--- config.mk ---
export PLATFORM = sky130hd
export DESIGN_NAME = mem_req_router
export DESIGN_NICKNAME = d
export VERILOG_FILES = /design/src/logic/mem_cfg_pkg.sv /design/src/logic/mem_msg_pkg.sv /design/src/logic/mem_req_router.sv
export SDC_FILE = /design/constraint.sdc
export NUM_CORES = 1
export LEC_CHECK = 0
export ABC_AREA = 1
export BUFFER_PORTS_ARGS = -buffer_cell sky130_fd_sc_hd__buf_2
export CAP_MARGIN = 15
export CORE_AREA = 3 3 115 117
export DETAILED_ROUTE_END_ITERATION = 10
export DIE_AREA = 0 0 118 120
export HOLD_SLACK_MARGIN = 0.02
export PLACE_DENSITY = 0.68
export SYNTH_ARGS = -nofsm -noshare
export SYNTH_HDL_FRONTEND = slang
export SYNTH_SLANG_ARGS = --single-unit
--- constraint.sdc ---
create_clock -name clk -period 1.47 [get_ports clk]
set_clock_uncertainty 0.05 [all_clocks]
set_input_delay 0.147 -clock clk [delete_from_list [all_inputs] [get_ports clk]]
set_output_delay 0.147 -clock clk [all_outputs]
set_load 0.02 [all_outputs]
--- src/logic/mem_cfg_pkg.sv ---
//**************************************************
// Geometry of the banked unified memory
// Address field layout and bank interleave
// Flow-control credits and response FIFO sizing
//**************************************************

package mem_cfg_pkg;

   //**************************************************
   // Line and data port geometry
   //**************************************************
   localparam int LINE_BYTES     = 16;
   localparam int LINE_W         = LINE_BYTES * 8;
   localparam int DATA_W         = 64;
   localparam int OFFSET_W       = $clog2(LINE_BYTES);

   // Lines interleave across the banks
   localparam int BANKS          = 4;
   localparam int BANK_W         = $clog2(BANKS);
   localparam int LINES_PER_BANK = 64;
   localparam int INDEX_W        = $clog2(LINES_PER_BANK);

   //**************************************************
   // Byte address layout
   //**************************************************
   // Low to high: offset, bank, index
   localparam int ADDR_W         = OFFSET_W + BANK_W + INDEX_W;
   localparam int BANK_LSB       = OFFSET_W;
   localparam int INDEX_LSB      = OFFSET_W + BANK_W;

   //**************************************************
   // Credits per channel
   //**************************************************
   // Also the depth of each response FIFO
   localparam int CREDITS        = 4;
   localparam int FIFO_PTR_W     = $clog2(CREDITS);
   // Count must hold the full value CREDITS
   localparam int FIFO_CNT_W     = $clog2(CREDITS + 1);

endpackage

--- src/logic/mem_msg_pkg.sv ---
//**************************************************
// Message types of the banked memory
// Access size encoding
// Host requests and responses per channel
// Per-bank request message
//**************************************************

package mem_msg_pkg;
   import mem_cfg_pkg::*;

   // Access size, encoded as log2 of the byte count
   typedef enum logic [1:0] {
      SZ_BYTE   = 2'b00,
      SZ_HALF   = 2'b01,
      SZ_WORD   = 2'b10,
      SZ_DOUBLE = 2'b11
   } acc_size_t;

   //**************************************************
   // Host side
   //**************************************************
   // Line fetch, low address bits ignored
   typedef struct packed {
      logic [ADDR_W-1:0] addr;
   } fetch_req_t;

   // Load or store, store data right-aligned
   typedef struct packed {
      logic [ADDR_W-1:0] addr;
      acc_size_t         size;
      logic              is_unsigned;
      logic              store;
      logic [DATA_W-1:0] wdata;
   } data_req_t;

   typedef struct packed {
      logic [LINE_W-1:0] line;
   } fetch_rsp_t;

   // Load result, zero on a store acknowledge
   typedef struct packed {
      logic [DATA_W-1:0] rdata;
      logic              store_ack;
   } data_rsp_t;

   //**************************************************
   // Bank side
   //**************************************************
   // Offset already aligned down to the size
   typedef struct packed {
      logic [INDEX_W-1:0]    index;
      logic [OFFSET_W-1:0]   offset;
      acc_size_t             size;
      logic                  is_unsigned;
      logic                  store;
      logic [LINE_BYTES-1:0] be;
      logic [DATA_W-1:0]     wdata;
   } bank_req_t;

endpackage

--- src/logic/mem_req_router.sv ---
//**************************************************
// Request router
// Splits host addresses into bank, index, offset
// Builds store byte enables
// Registers one-hot bank issues per channel
//**************************************************

module mem_req_router
   import mem_cfg_pkg::*;
   import mem_msg_pkg::*;
(
   input  logic              clk,
   input  logic              rst,
   input  logic              fetch_req_valid,
   input  fetch_req_t        fetch_req,
   input  logic              data_req_valid,
   input  data_req_t         data_req,
   output logic [BANKS-1:0]  fetch_issue,
   output logic [BANKS-1:0]  data_issue,
   output bank_req_t         fetch_bank_req,
   output bank_req_t         data_bank_req,
   output logic [BANK_W-1:0] fetch_bank,
   output logic [BANK_W-1:0] data_bank
);

   logic [BANK_W-1:0]     fetch_bank_d;
   logic [BANK_W-1:0]     data_bank_d;
   logic [OFFSET_W-1:0]   data_off;
   logic [OFFSET_W-1:0]   data_off_al;
   logic [LINE_BYTES-1:0] size_mask;
   bank_req_t             fetch_bank_req_d;
   bank_req_t             data_bank_req_d;

   //**************************************************
   // Address decode
   //**************************************************
   assign fetch_bank_d = fetch_req.addr[BANK_LSB +: BANK_W];
   assign data_bank_d  = data_req.addr[BANK_LSB +: BANK_W];
   assign data_off     = data_req.addr[OFFSET_W-1:0];

   // Misaligned data addresses drop to the size boundary
   always_comb begin
      case (data_req.size)
         SZ_BYTE: data_off_al = data_off;
         SZ_HALF: data_off_al = {data_off[OFFSET_W-1:1], 1'b0};
         SZ_WORD: data_off_al = {data_off[OFFSET_W-1:2], 2'b00};
         default: data_off_al = {data_off[OFFSET_W-1:3], 3'b000};
      endcase
   end

   // Enabled bytes before the shift to the offset
   always_comb begin
      case (data_req.size)
         SZ_BYTE: size_mask = LINE_BYTES'(8'h01);
         SZ_HALF: size_mask = LINE_BYTES'(8'h03);
         SZ_WORD: size_mask = LINE_BYTES'(8'h0f);
         default: size_mask = LINE_BYTES'(8'hff);
      endcase
   end

   //**************************************************
   // Bank messages
   //**************************************************
   always_comb begin
      // Fetch only needs the line index
      fetch_bank_req_d       = '0;
      fetch_bank_req_d.index = fetch_req.addr[INDEX_LSB +: INDEX_W];

      data_bank_req_d             = '0;
      data_bank_req_d.index       = data_req.addr[INDEX_LSB +: INDEX_W];
      data_bank_req_d.offset      = data_off_al;
      data_bank_req_d.size        = data_req.size;
      data_bank_req_d.is_unsigned = data_req.is_unsigned;
      data_bank_req_d.store       = data_req.store;
      data_bank_req_d.wdata       = data_req.wdata;
      // Loads write no bytes
      if (data_req.store) begin
         data_bank_req_d.be = size_mask << data_off_al;
      end
   end

   //**************************************************
   // Request register
   //**************************************************
   always_ff @(posedge clk) begin
      if (rst) begin
         fetch_issue <= '0;
         data_issue  <= '0;
      end else begin
         fetch_issue <= fetch_req_valid ? (BANKS'(1) << fetch_bank_d) : '0;
         data_issue  <= data_req_valid ? (BANKS'(1) << data_bank_d) : '0;
      end
   end

   // Payload only, qualified by the issue bits
   always_ff @(posedge clk) begin
      fetch_bank_req <= fetch_bank_req_d;
      data_bank_req  <= data_bank_req_d;
      fetch_bank     <= fetch_bank_d;
      data_bank      <= data_bank_d;
   end

endmodule

==> implementation parameters <==
Parameter                              Value

Route
  Number of design rule violations left after detail routing    0
  Iteration-0 DRC Markers    98
  Number of vias in the routed layout    2,578
  Drt via density    3.50
  Final Routed Wirelength    9860 µm
  ANT nets after route    0
  DR WL/cell    13.4 µm
  Pre-Repair DR Iteration Count    4

Worst setup path
  Type of element launching the critical path    primary input
  Setup crit start    data_req[67]
  Nature of the critical path endpoint    register
  WS Path Type    primary input to register
  WP data arrival    1.34 ns
  Required time of the critical path    1.63 ns
  Worst-path fanout max    4

Yosys
  Arithmetic-cell share of the synthesized area counting full adders, half adders and majority gates    0%
  Multiplexer share of the synthesized area    0%
  Synthesized instance count    256
  Cell area after synthesis    0.00316 mm²
  Largest family of logic cells by synthesized area    buffers and inverters
  Synthesized area per cell    12.3 µm²
  Post-Synth XOR/XNOR Area    0%
  Number of warnings printed during yosys synthesis    0
  Flip-flop and latch count after synthesis    112
  Part of the Yosys area used for sequential elements    70.9%
  Unique cell type count in the Yosys netlist    11
  Fraction of the mapped netlist area in compound gates    1.27%
  Simple-gate share of the synthesized area    5.58%

Floorplan
  Die ar.    0.0142 mm²
  Die span in y    120 µm
  Starting density of the core    25.4%
  I/O pin cnt    296
  DIE WIDTH    118 µm
  Core area    0.0125 mm²
  # rows    41

Layout
  Most common library cell in the layout ignoring fill and taps    buf_2
  Total non-filler cell area in the finished layout    0.00524 mm²
  Core occupancy in the finished layout    42.1%
  Total Nets Final    653
  Register area    0.00224 mm²
  Share of cells above drive strength 1    39.9%
  Fill cell instance count of the final layout    1,111
  Synthesis-to-finish area growth    65.9%
  Non-Filler Instances    737
  Commonest non-fill, non-tap cells in the layout    buf_2 (203), dfxtp_1 (112), conb_1 (88), dlygate4sd3_1 (88), nor2_1 (17)
  Area used by multi-input combinational logic    547 µm²

GRT
  First-pass GRT wire length    13,500 µm
  Antenna violations before repair    4
  Largest net degree at the start of global routing    22
  Global-route usage over all layers    12.8%
  Total congestion overflow after global routing    0
  Number of global-route vias before repair    2,507

STA
  Final setup TNS    0 ns
  Endpoints failing setup    0
  Clock period minus worst slack    1.18 ns
  Fmax    847 MHz
  Number of pins exceeding their max-slew limit in the final report    0
  Share of the cycle needed by the critical path after routing    80.3%
  RSZ-0062 raised after global routing    false
  Number of endpoints with negative hold slack in the final report    0

Place
  DP HPWL    6540 µm
  RePlAce Congestion    0.758
  Number of cells in the design after placement    630
  Buffers on Ports    203
  Cell area after placement    0.00406 mm²

CTS
  Count of clock tree sinks    112
  CTS tree    done
  Number of buffers inserted during clock tree synthesis    9
  CTS H-tree depth    3
  Post-CTS Setup Repair Bufs    0
  Resized Gates After CTS    0
  CTS Root Buffer Type    clkbuf_16
  Clock transition at the registers of the reported paths    0.08 ns
  Maximum buffer depth of the clock tree    2

Worst hold path
  Worst hold path cell count    3
  Hold path start    fetch_req_valid
  Worst hold path class    primary input to register

Power and ir drop
  Power per unit of standard cell area    1240 mW/mm²
  Static leakage    2.73 nW
  Post-route total power    0.00653 W
  Max IR drop VDD    0.542 mV

Job
  Number of max-capacitance violations reported    0

Run status
  Status    completed
[layout make-up]
cell class              count  area share (%)
clock inverters             7            1.38
repair buffers            291            36.2
clock buffers               9            4.29
diodes                      3           0.143
inverters                  10           0.716
well taps                 172            4.10
multi-input cells         133            10.4
flip-flops and latches    112            42.8
[logic make-up after synthesis]
kind of cell / after synthesis
AND/OR/NAND/NOR: 37
flip-flops: 112
buffers and inverters: 98
AO/OA/AOI/OAI: 8
other: 1
[routing by layer]
metal	share of wire, %	vias to the layer above	GRT usage (%)
met5	0.13	-	0
met4	3.2	2	5.86
met3	10	24	4.95
met2	55	194	24.8
met1	32	1144	11.6
li1	-	1214	-
[worst max-delay path, cell delays in order]
cell and delay [ns]:
dlygate4sd3_1 0.56, buf_2 0.16, nor2_1 0.15, nand2_1 0.13, nand3_1 0.11, a21oi_1 0.07
[flip-flops by register name (all words and copies together) (netlist names)]
signal          flops
fetch_issue         4
data_issue          4
data_bank           2
data_bank_req      94
fetch_bank          2
fetch_bank_req      6
[stage by stage]
stage	setup slack, ns	hold WS [ns]
after floorplan	0.757	0.125
after global placement	0.555	0.199
after detailed placement	0.552	0.201
after CTS	0.363	0.0295
after global routing	0.211	0.0388
final	0.289	0.0450
[power breakdown]
part           internal (W)  switching (W)  total (W)  leakage [nW]
combinational      0.000359       0.000602   0.000960          1.64
clock               0.00120        0.00114    0.00234         0.146
sequential          0.00319      0.0000410    0.00323         0.939
total               0.00474        0.00178    0.00653          2.73
[cell usage after synthesis]
| master | instances | area share, % |
|---|---|---|
| conb_1 | 1 | 0.12 |
| buf_4 | 88 | 21 |
| a21oi_1 | 8 | 1.3 |
| inv_1 | 10 | 1.2 |
| nor2_1 | 17 | 2.0 |
| nand3b_1 | 2 | 0.47 |
| nand3_1 | 10 | 1.6 |
| nand2_2 | 4 | 0.79 |
| nand2_4 | 1 | 0.36 |
| dfxtp_1 | 112 | 71 |
| nand2_1 | 3 | 0.36 |
[path summary, 6_finish.rpt]
kind / slack [ns] / end
setup / recovery: 0.29 / data_bank_req[71]
hold / removal: 0.05 / fetch_issue[0]
[repair_timing]
| action | in CTS | in global routing |
|---|---|---|
| endpoints found under the setup margin | 0 | 0 |
| hold endpoints to repair | 95 | 0 |
| hold buffers | 88 | 0 |
Note: power is estimated with default switching activity, not from simulation.
