File: src/logic/mem_cfg_pkg.sv
//**************************************************
// Geometry of the banked unified memory
// Address field layout and bank interleave
// Flow-control credits and response FIFO sizing
//**************************************************

package mem_cfg_pkg;

   //**************************************************
   // Line and data port geometry
   //**************************************************
   localparam int LINE_BYTES     = 16;
   localparam int LINE_W         = LINE_BYTES * 8;
   localparam int DATA_W         = 64;
   localparam int OFFSET_W       = $clog2(LINE_BYTES);

   // Lines interleave across the banks
   localparam int BANKS          = 4;
   localparam int BANK_W         = $clog2(BANKS);
   localparam int LINES_PER_BANK = 64;
   localparam int INDEX_W        = $clog2(LINES_PER_BANK);

   //**************************************************
   // Byte address layout
   //**************************************************
   // Low to high: offset, bank, index
   localparam int ADDR_W         = OFFSET_W + BANK_W + INDEX_W;
   localparam int BANK_LSB       = OFFSET_W;
   localparam int INDEX_LSB      = OFFSET_W + BANK_W;

   //**************************************************
   // Credits per channel
   //**************************************************
   // Also the depth of each response FIFO
   localparam int CREDITS        = 4;
   localparam int FIFO_PTR_W     = $clog2(CREDITS);
   // Count must hold the full value CREDITS
   localparam int FIFO_CNT_W     = $clog2(CREDITS + 1);

endpackage

File: src/logic/mem_msg_pkg.sv
//**************************************************
// Message types of the banked memory
// Access size encoding
// Host requests and responses per channel
// Per-bank request message
//**************************************************

package mem_msg_pkg;
   import mem_cfg_pkg::*;

   // Access size, encoded as log2 of the byte count
   typedef enum logic [1:0] {
      SZ_BYTE   = 2'b00,
      SZ_HALF   = 2'b01,
      SZ_WORD   = 2'b10,
      SZ_DOUBLE = 2'b11
   } acc_size_t;

   //**************************************************
   // Host side
   //**************************************************
   // Line fetch, low address bits ignored
   typedef struct packed {
      logic [ADDR_W-1:0] addr;
   } fetch_req_t;

   // Load or store, store data right-aligned
   typedef struct packed {
      logic [ADDR_W-1:0] addr;
      acc_size_t         size;
      logic              is_unsigned;
      logic              store;
      logic [DATA_W-1:0] wdata;
   } data_req_t;

   typedef struct packed {
      logic [LINE_W-1:0] line;
   } fetch_rsp_t;

   // Load result, zero on a store acknowledge
   typedef struct packed {
      logic [DATA_W-1:0] rdata;
      logic              store_ack;
   } data_rsp_t;

   //**************************************************
   // Bank side
   //**************************************************
   // Offset already aligned down to the size
   typedef struct packed {
      logic [INDEX_W-1:0]    index;
      logic [OFFSET_W-1:0]   offset;
      acc_size_t             size;
      logic                  is_unsigned;
      logic                  store;
      logic [LINE_BYTES-1:0] be;
      logic [DATA_W-1:0]     wdata;
   } bank_req_t;

endpackage

File: src/logic/rsp_fifo.sv
//**************************************************
// Response FIFO, CREDITS entries deep
// Payload given by a type parameter
// Head visible while valid is high
//**************************************************

module rsp_fifo
   import mem_cfg_pkg::*;
#(
   parameter type payload_t = logic [DATA_W-1:0]
) (
   input  logic     clk,
   input  logic     rst,
   input  logic     push,
   input  payload_t din,
   input  logic     pop,
   output payload_t dout,
   output logic     valid
);

   payload_t              buf_q [CREDITS];
   logic [FIFO_PTR_W-1:0] wr_ptr;
   logic [FIFO_PTR_W-1:0] rd_ptr;
   logic [FIFO_CNT_W-1:0] count;
   logic                  do_pop;

   // Credits keep push away from a full FIFO
   assign do_pop = pop && valid;
   assign valid  = (count != '0);
   assign dout   = buf_q[rd_ptr];

   // Storage
   always_ff @(posedge clk) begin
      if (push) begin
         buf_q[wr_ptr] <= din;
      end
   end

   //**************************************************
   // Pointers and occupancy
   //**************************************************
   always_ff @(posedge clk) begin
      if (rst) begin
         wr_ptr <= '0;
         rd_ptr <= '0;
         count  <= '0;
      end else begin
         if (push) begin
            wr_ptr <= (wr_ptr == FIFO_PTR_W'(CREDITS - 1)) ? '0 : wr_ptr + 1'b1;
         end
         if (do_pop) begin
            rd_ptr <= (rd_ptr == FIFO_PTR_W'(CREDITS - 1)) ? '0 : rd_ptr + 1'b1;
         end
         // Simultaneous push and pop keeps the count
         if (push && !do_pop) begin
            count <= count + 1'b1;
         end else if (do_pop && !push) begin
            count <= count - 1'b1;
         end
      end
   end

endmodule

File: src/logic/mem_rsp_merge.sv
//**************************************************
// Response merger
// Picks the responding bank per channel
// Queues responses and returns credits on take
//**************************************************

module mem_rsp_merge
   import mem_cfg_pkg::*;
   import mem_msg_pkg::*;
(
   input  logic              clk,
   input  logic              rst,
   input  logic [BANKS-1:0]  fetch_issue,
   input  logic [BANKS-1:0]  data_issue,
   input  logic [BANK_W-1:0] fetch_bank,
   input  logic [BANK_W-1:0] data_bank,
   input  logic [LINE_W-1:0] lines [BANKS],
   input  data_rsp_t         data_rsps [BANKS],
   input  logic              fetch_take,
   input  logic              data_take,
   output fetch_rsp_t        fetch_rsp,
   output logic              fetch_rsp_valid,
   output data_rsp_t         data_rsp,
   output logic              data_rsp_valid,
   output logic              fetch_credit,
   output logic              data_credit
);

   logic              fetch_push;
   logic              data_push;
   logic [BANK_W-1:0] fetch_bank_q;
   logic [BANK_W-1:0] data_bank_q;
   fetch_rsp_t        fetch_din;
   data_rsp_t         data_din;

   //**************************************************
   // Align with the bank read cycle
   //**************************************************
   always_ff @(posedge clk) begin
      if (rst) begin
         fetch_push <= 1'b0;
         data_push  <= 1'b0;
      end else begin
         fetch_push <= |fetch_issue;
         data_push  <= |data_issue;
      end
   end

   // Bank numbers only matter with a push
   always_ff @(posedge clk) begin
      fetch_bank_q <= fetch_bank;
      data_bank_q  <= data_bank;
   end

   // Output of the bank that was issued
   assign fetch_din = '{line: lines[fetch_bank_q]};
   assign data_din  = data_rsps[data_bank_q];

   //**************************************************
   // Per-channel queues
   //**************************************************
   rsp_fifo #(
      .payload_t (fetch_rsp_t)
   ) i_fetch_fifo (
      .clk   (clk),
      .rst   (rst),
      .push  (fetch_push),
      .din   (fetch_din),
      .pop   (fetch_take),
      .dout  (fetch_rsp),
      .valid (fetch_rsp_valid)
   );

   rsp_fifo #(
      .payload_t (data_rsp_t)
   ) i_data_fifo (
      .clk   (clk),
      .rst   (rst),
      .push  (data_push),
      .din   (data_din),
      .pop   (data_take),
      .dout  (data_rsp),
      .valid (data_rsp_valid)
   );

   // One credit per accepted take, a cycle later
   always_ff @(posedge clk) begin
      if (rst) begin
         fetch_credit <= 1'b0;
         data_credit  <= 1'b0;
      end else begin
         fetch_credit <= fetch_take && fetch_rsp_valid;
         data_credit  <= data_take && data_rsp_valid;
      end
   end

endmodule

File: config.mk
export PLATFORM = sky130hd
export DESIGN_NAME = mem_rsp_merge
export DESIGN_NICKNAME = d
export VERILOG_FILES = /design/src/logic/mem_cfg_pkg.sv /design/src/logic/mem_msg_pkg.sv /design/src/logic/rsp_fifo.sv /design/src/logic/mem_rsp_merge.sv
export SDC_FILE = /design/constraint.sdc
export NUM_CORES = 1
export LEC_CHECK = 0
export BUFFER_PORTS_ARGS = -buffer_cell sky130_fd_sc_hd__clkbuf_2
export CELL_PAD_IN_SITES_DETAIL_PLACEMENT = 1
export CELL_PAD_IN_SITES_GLOBAL_PLACEMENT = 2
export CORE_AREA = 2 2 381 383
export CTS_BUF_LIST = sky130_fd_sc_hd__clkbuf_8
export CTS_CLUSTER_DIAMETER = 150
export DETAILED_ROUTE_END_ITERATION = 8
export DIE_AREA = 0 0 383 385
export PLACE_DENSITY = 0.59
export RECOVER_POWER = 50
export SLEW_MARGIN = 20
export SYNTH_ARGS = -nofsm -noshare
export SYNTH_HDL_FRONTEND = slang
export SYNTH_HIERARCHICAL = 1
export SYNTH_SLANG_ARGS = --single-unit
File: constraint.sdc
create_clock -name clk -period 3.7 [get_ports clk]
set_input_delay 0.37 -clock clk [delete_from_list [all_inputs] [get_ports clk]]
set_output_delay 0.37 -clock clk [all_outputs]
set_load 0.02 [all_outputs]
==> impl_metrics.toml, run 1 <==
[final_layout]
final_cells = 4851
fin_nets = 3628
seqCellArea_um2 = 23720
n_fill_cell = 14850
drive_gt1_share_pct = 54.40
final_common_cell = "clkbuf_2"
finish.utilization_pct = 33.10
syn2layout_area_growth_pct = 40.01
multiInputGateArea_um2 = 9224
most-common-layout-cells = "984 x clkbuf_2, 772 x edfxtp_1, 388 x dlygate4sd3_1"

[route]
first_pass_iters = 5
drt_iter0_drc = 1324
ant_nets = 0
avgRoutedWirePerCell_um = 25.60
wirelength_mm = 124.2
route.vias.total = 21550
drc_errors = 0
vias_per_cell = 4.443

[floorplanning]
die_x_um = 383
die-area_um2 = 147500
ios = 985
coreArea_um2 = 143100
start_util_pct = 23.64
rows = 139
die_h_um = 385

[clock_network]
root_buffer = "clkbuf_8"
post-cts-setup-buffer-count = 0
clockBufferDepth = 3
clk_latency_ps = 850
cts_buffers = 140
htreeDepth = 4
path_clk_slew_ps = 60
cts_tree = "built"
cts_sinks = 798

[grt]
antenna_found_initial = 76
grt_pass1_vias = 24130
grt_usage_pct = 16.52
grt_max_degree = 56
grt_first_pass_wirelength_mm = 172.9
grt.overflow.total = 0

[logic_synthesis]
netlist_area_um2 = 33840
seq_area_frac_synth_pct = 70.04
syn_nets = 2146
synth.distinct_cells = 21
ys_warn_count = 6
ys_ff_latch = 798
synthesis.area_per_instance_um2 = 25.18
syn_inst = 1344

[timing]
setup_viol = 0
period_needed_ps = 3216
setup_tns_ps = 0
whs_ps = 117.6
maxSlewViolCount = 235
skew_ps = 34.47
tightest_slew_ps = 2308
fmax_mhz = 311.0
max_slew_margin_pct = -53.85
timing.final.hold_violations = 0
fin_crit_sh_pct = 86.91
rsz0062_at_grt = "no"

[worst_setup_path]
required_ps = 4270
reg2reg_depth = 3
r2r_slack_ps = 480
worstPathCellList = "clkbuf_1 -> mux4_2 -> dlygate4sd3_1"
cp_slowest_stage_delay_ps = 770
rr_endpoint = "i_fetch_fifo/buf_q[3][13]"
r2r-start = "fetch_bank_q[0]"
slowest_stage = "clkbuf_1"
worst-setup-path-type = "register to register"
cp_max_fo = 24
cp_data_arrival_time_ps = 3780
start_kind = "register"
worstSetupEndpointType = "register"

[worst_hold_path]
hold_path_depth = 2
holdPathEnd = "i_data_fifo/buf_q[1][45]"
worstHoldStart = "data_rsps[240]"
hold_path.class = "input port to register"

[job]
drv_cap = 6

[placement]
dp_cells = 4199
hpwl_mm = 93.10
io_buffers = 984
gp_congestion = 0.9957

[power]
peakVddDrop_v = 0.0002363
p_clk_share_pct = 31.4
pwr-share-comb_pct = 24.7
power_w = 0.02476
intPower_w = 0.01740
pwr_density_cell_nw_per_um2 = 522.5
sw_frac_of_total_pct = 29.71
p_switching_w = 0.007357
seq_power_share_pct = 43.9
power.leakage_nw = 17.28

[outcome]
violations = "max-capacitance violations, max-slew violations"
status = "finished with violations"
-- Yosys cell counts --
master	count	area share [%]
buf_6	15	0.50
buf_12	25	1.5
nor4_1	2	0.037
nand2_1	4	0.044
xor2_1	4	0.10
a21oi_1	4	0.059
ha_1	12	0.44
dfxtp_1	26	1.5
buf_4	1	0.022
clkbuf_1	4	0.044
buf_2	39	0.58
o21ai_0	2	0.030
edfxtp_1	772	69
fa_1	2	0.12
mux2i_1	8	0.24
mux4_2	386	26
nor2_1	16	0.18
or3_1	6	0.11
o31ai_2	2	0.074
inv_1	6	0.067
and2_1	8	0.15
-- cell families after synthesis --
| group | synth area share (%) |
|---|---|
| AO/OA/AOI/OAI | 0.1627 |
| multiplexers | 25.93 |
| XOR/XNOR | 0.1035 |
| adder cells (fa/ha/maj) | 0.5620 |
| buffers and inverters | 2.688 |
| AND/OR/NAND/NOR | 0.5176 |
| flip-flops | 70.04 |
-- flip-flops by register name, summed over array words and instances, names as in the netlist, named ones only --
name                 cells
i_fetch_fifo/buf_q     512
i_data_fifo/buf_q      260
i_data_fifo/count        3
i_fetch_fifo/count       3
data_bank_q              2
fetch_bank_q             2
i_data_fifo/rd_ptr       2
i_data_fifo/wr_ptr       2
i_fetch_fifo/rd_ptr      2
i_fetch_fifo/wr_ptr      2
data_credit              1
data_push                1
fetch_credit             1
fetch_push               1
-- what timing repair did --
action                    4_1_cts  5_1_grt
hold buffers                  388        0
gates resized for setup         0        0
hold endpoints to repair      771        0
-- critical path: cells and delay by family, from the launching register on --
kind,cells,cell delay (ps)
buffers and inverters,2,1460
multiplexers,1,740
flip-flops,1,700
-- routing by layer --
| layer | global-route usage, % | up-vias | part of all wire [%] |
|---|---|---|---|
| met1 | 18.30 | 11320 | 36 |
| met4 | 6.051 | 24 | 3.1 |
| met3 | 4.966 | 231 | 7.4 |
| li1 | - | 9024 | - |
| met5 | 0 | - | 0.13 |
| met2 | 29.79 | 959 | 53 |
-- final cells by class --
class / instances / area share (%)
diodes: 18 / 0.09506
clock buffers: 142 / 4.125
clock inverters: 104 / 1.437
inverters: 6 / 0.04753
multi-input cells: 456 / 19.47
flip-flops and latches: 798 / 50.07
well taps: 1903 / 5.025
repair buffers: 1424 / 19.73
-- power groups by stage --
| stage | registers [W] | clock network, W | logic, W |
|---|---|---|---|
| 6_report | 0.0109 | 0.00778 | 0.00611 |
| 5_1_grt | 0.0109 | 0.00841 | 0.00651 |
| 4_1_cts | 0.0109 | 0.00808 | 0.00626 |
| 2_1_floorplan | 0.0109 | 0 | 0.00377 |
| 3_5_place_dp | 0.0111 | 0 | 0.00576 |
| 3_3_place_gp | 0.0110 | 0 | 0.00568 |
-- worst max-delay path by stage --
stage | start | cells after the start | end | slack (ps)
floorplan | i_fetch_fifo/wr_ptr[0] | 2 | i_fetch_fifo/buf_q[3][0] | 1130
CTS | register | 3 | fetch_rsp[73] | 470
global placement | register | 3 | fetch_rsp[74] | 1530
global route | i_fetch_fifo/wr_ptr[0] | 3 | i_fetch_fifo/buf_q[3][114] | 240
finish | fetch_bank_q[0] | 3 | i_fetch_fifo/buf_q[3][13] | 480
detailed placement | register | 3 | fetch_rsp[73] | 1500
-- stage by stage --
step                instance area [um^2]  worst slack, ps
floorplan                          33850             1131
global placement                   40930             1530
detailed placement                 40930             1505
CTS                                47440            471.5
global route                       47370            237.9
finish                             47380            484.3
(Power assumes the default switching activity.)
==> run 2, diff against run 1 <==
--- a/config.mk
+++ b/config.mk
@@ -8,15 +8,13 @@
 export BUFFER_PORTS_ARGS = -buffer_cell sky130_fd_sc_hd__clkbuf_2
 export CELL_PAD_IN_SITES_DETAIL_PLACEMENT = 1
 export CELL_PAD_IN_SITES_GLOBAL_PLACEMENT = 2
-export CORE_AREA = 2 2 381 383
+export CORE_AREA = 2 2 380 382
 export CTS_BUF_LIST = sky130_fd_sc_hd__clkbuf_8
 export CTS_CLUSTER_DIAMETER = 150
 export DETAILED_ROUTE_END_ITERATION = 8
-export DIE_AREA = 0 0 383 385
-export PLACE_DENSITY = 0.59
-export RECOVER_POWER = 50
+export DIE_AREA = 0 0 382 384
+export PLACE_DENSITY = 0.55
 export SLEW_MARGIN = 20
 export SYNTH_ARGS = -nofsm -noshare
 export SYNTH_HDL_FRONTEND = slang
-export SYNTH_HIERARCHICAL = 1
 export SYNTH_SLANG_ARGS = --single-unit
==> run 2 against run 1 <==
The flow now finishes without violations. Combinational power fell by 0.8%. Via count decreased by 0.84%. Register-to-register slack better by 470 ps. Power increased by 0.27%. Synthesized cell count is 0.15% higher. Sequential share of layout area decreased by 0.24 points. Core utilization increased by 0.26 points.
==> impl_metrics.toml, run 2 <==
[power]
power.leakage_nw = 17.42
sw_frac_of_total_pct = 29.80
p_clk_share_pct = 31.7
intPower_w = 0.01743
pwr-share-comb_pct = 24.4
pwr_density_cell_nw_per_um2 = 521.2
peakVddDrop_v = 0.0003081
p_switching_w = 0.007398
seq_power_share_pct = 43.9

[grt]
grt_usage_pct = 16.87
grt_max_degree = 68
grt_pass1_vias = 24110
antenna_found_initial = 77
grt_first_pass_wirelength_mm = 175.7
grt.overflow.total = 0

[floorplanning]
die-area_um2 = 146700
die_x_um = 382
coreArea_um2 = 142800
start_util_pct = 23.68
rows = 139
ios = 985
die_h_um = 384

[final_layout]
seqCellArea_um2 = 23730
finish.utilization_pct = 33.36
final_common_cell = "clkbuf_2"
syn2layout_area_growth_pct = 40.85
fin_nets = 3643
top_regs = "i_fetch_fifo.buf_q (512), i_data_fifo.buf_q (260)"
drive_gt1_share_pct = 54.78
largest_register_ffs = 512
max_flop_register = "i_fetch_fifo.buf_q"
multiInputGateArea_um2 = 9256
most-common-layout-cells = "984 x clkbuf_2, 772 x edfxtp_1, 406 x dlygate4sd3_1"
n_fill_cell = 14790

[clock_network]
path_clk_slew_ps = 60
post-cts-setup-buffer-count = 0
clk_latency_ps = 860
root_buffer = "clkbuf_8"
clockBufferDepth = 3
cts_buffers = 145
cts_sinks = 798
htreeDepth = 4
cts_tree = "built"

[logic_synthesis]
yosysTopAreaCell = "edfxtp_1"
syn_nets = 2148
synth_edf_count = 772
synthesis.area_per_instance_um2 = 25.12
synth_top_area_share_pct = 68.55
syn_inst = 1346
synthArstFlopShare_pct = 0
netlist_area_um2 = 33820
synth.distinct_cells = 22
synth_ff_type = "edfxtp_1"
ys_ff_latch = 798
yosysMostFrequentCell = "edfxtp_1"
synth.area.top_cells = "edfxtp_1 69%, mux4_2 26%, dfxtp_1 1.5%"
ys_warn_count = 0
seq_area_frac_synth_pct = 70.09
yosys-top-cells-count = "772 x edfxtp_1, 386 x mux4_2, 40 x buf_2"

[route]
vias_per_cell = 4.397
wirelength_mm = 125.7
drt_iter0_drc = 1166
ant_nets = 0
route.vias.total = 21370
drc_errors = 0
first_pass_iters = 5
avgRoutedWirePerCell_um = 25.86

[timing]
tightest_slew_ps = 987.9
timing.final.hold_violations = 0
skew_ps = 54.59
setup_viol = 0
period_needed_ps = 3201
fin_crit_sh_pct = 86.50
fmax_mhz = 312.4
maxSlewViolCount = 0
max_slew_margin_pct = 34.14
rsz0062_at_grt = "no"
setup_tns_ps = 0

[placement]
io_buffers = 984
gp_congestion = 0.9387
hpwl_mm = 93.99

[worst_setup_path]
cp_data_arrival_time_ps = 2830
worstPathCellList = "buf_4 -> mux4_2 -> clkbuf_2"
worstSetupEndpointType = "primary output"
cp_slowest_stage_delay_ps = 790
slowest_stage = "dfxtp_4"
required_ps = 3330
worst-setup-path-type = "register to primary output"
cp_max_fo = 30
start_kind = "register"

[worst_hold_path]
hold_path.class = "input port to register"

[job]
drv_cap = 0

[outcome]
status = "finished, final reports clean"
-- run 2: changes by cell type after synthesis, sizes merged --
cell | previous run | this run
a21oi | 4 | 6
buf | 80 | 81
clkbuf | 4 | 5
inv | 6 | 8
mux2i | 8 | 6
nand2 | 4 | 2
nor2 | 16 | 14
nor3b | 0 | 2
-- run 2: worst max-delay path, delay by kind of cell (launching register included) --
kind | cells | cell delay, ps
mux | 1 | 560
flops | 1 | 790
buf+inv | 2 | 590
-- run 2: logic make-up after synthesis --
family	synth area share [%]
buffers and inverters	2.597
AND/OR/NAND/NOR	0.5180
adder cells (fa/ha/maj)	0.5624
flip-flops	70.09
XOR/XNOR	0.1036
AO/OA/AOI/OAI	0.2442
multiplexers	25.88
-- run 2: layer usage --
metal	track usage, %	routed length, um	vias up
li1	-	-	9041
met4	5.198	3504	30
met3	5.850	10270	258
met5	0	204	-
met1	18.95	46100	11130
met2	29.95	65610	912
-- run 2: area by class of cell --
class                           count  share of cell area [%]
Antenna cell                       16                 0.08406
Clock buffer                      150                   4.334
Multi-Input combinational cell    454                   19.43
Timing Repair Buffer             1434                   19.96
Sequential cell                   798                   49.83
Tap cell                         1903                   4.999
Inverter                            8                 0.06305
Clock inverter                     97                   1.300
-- run 2: metrics by stage --
stage	hold WS [ps]	area [um^2]	instances	setup slack [ps]	power [W]
after floorplan	397.7	33820	1346	1130	0.01457
after global placement	472.0	40840	4191	1312	0.01666
after detailed placement	474.3	40840	4191	1291	0.01677
after CTS	8.214	47590	4844	284.1	0.02531
after global routing	31.53	47620	4855	239.7	0.02595
final	132.7	47630	4860	499.3	0.02482
-- run 2: worst paths after layout --
path	startpoint	end	slack (ps)	cells after the start
worst max-delay path	register	data_rsp[11]	500	3
worst min-delay path	lines[97]	i_fetch_fifo.buf_q[0][97]	130	2
worst max register to register	fetch_bank_q[0]	i_fetch_fifo.buf_q[3][86]	950	3
worst min register to register	i_data_fifo.rd_ptr[0]	register	500	2
-- run 2: power by group through the flow --
stage / Combinational, W / Sequential, W / Clock, W
after global routing: 0.00646 / 0.0110 / 0.00853
after CTS: 0.00620 / 0.0109 / 0.00819
after floorplan: 0.00371 / 0.0109 / 0
after global placement: 0.00559 / 0.0111 / 0
final: 0.00606 / 0.0109 / 0.00788
after detailed placement: 0.00567 / 0.0111 / 0
-- run 2: timing repair --
action	CTS	global route
hold buffers	406	0
endpoints found under the hold margin	788	0
resized for setup	0	0
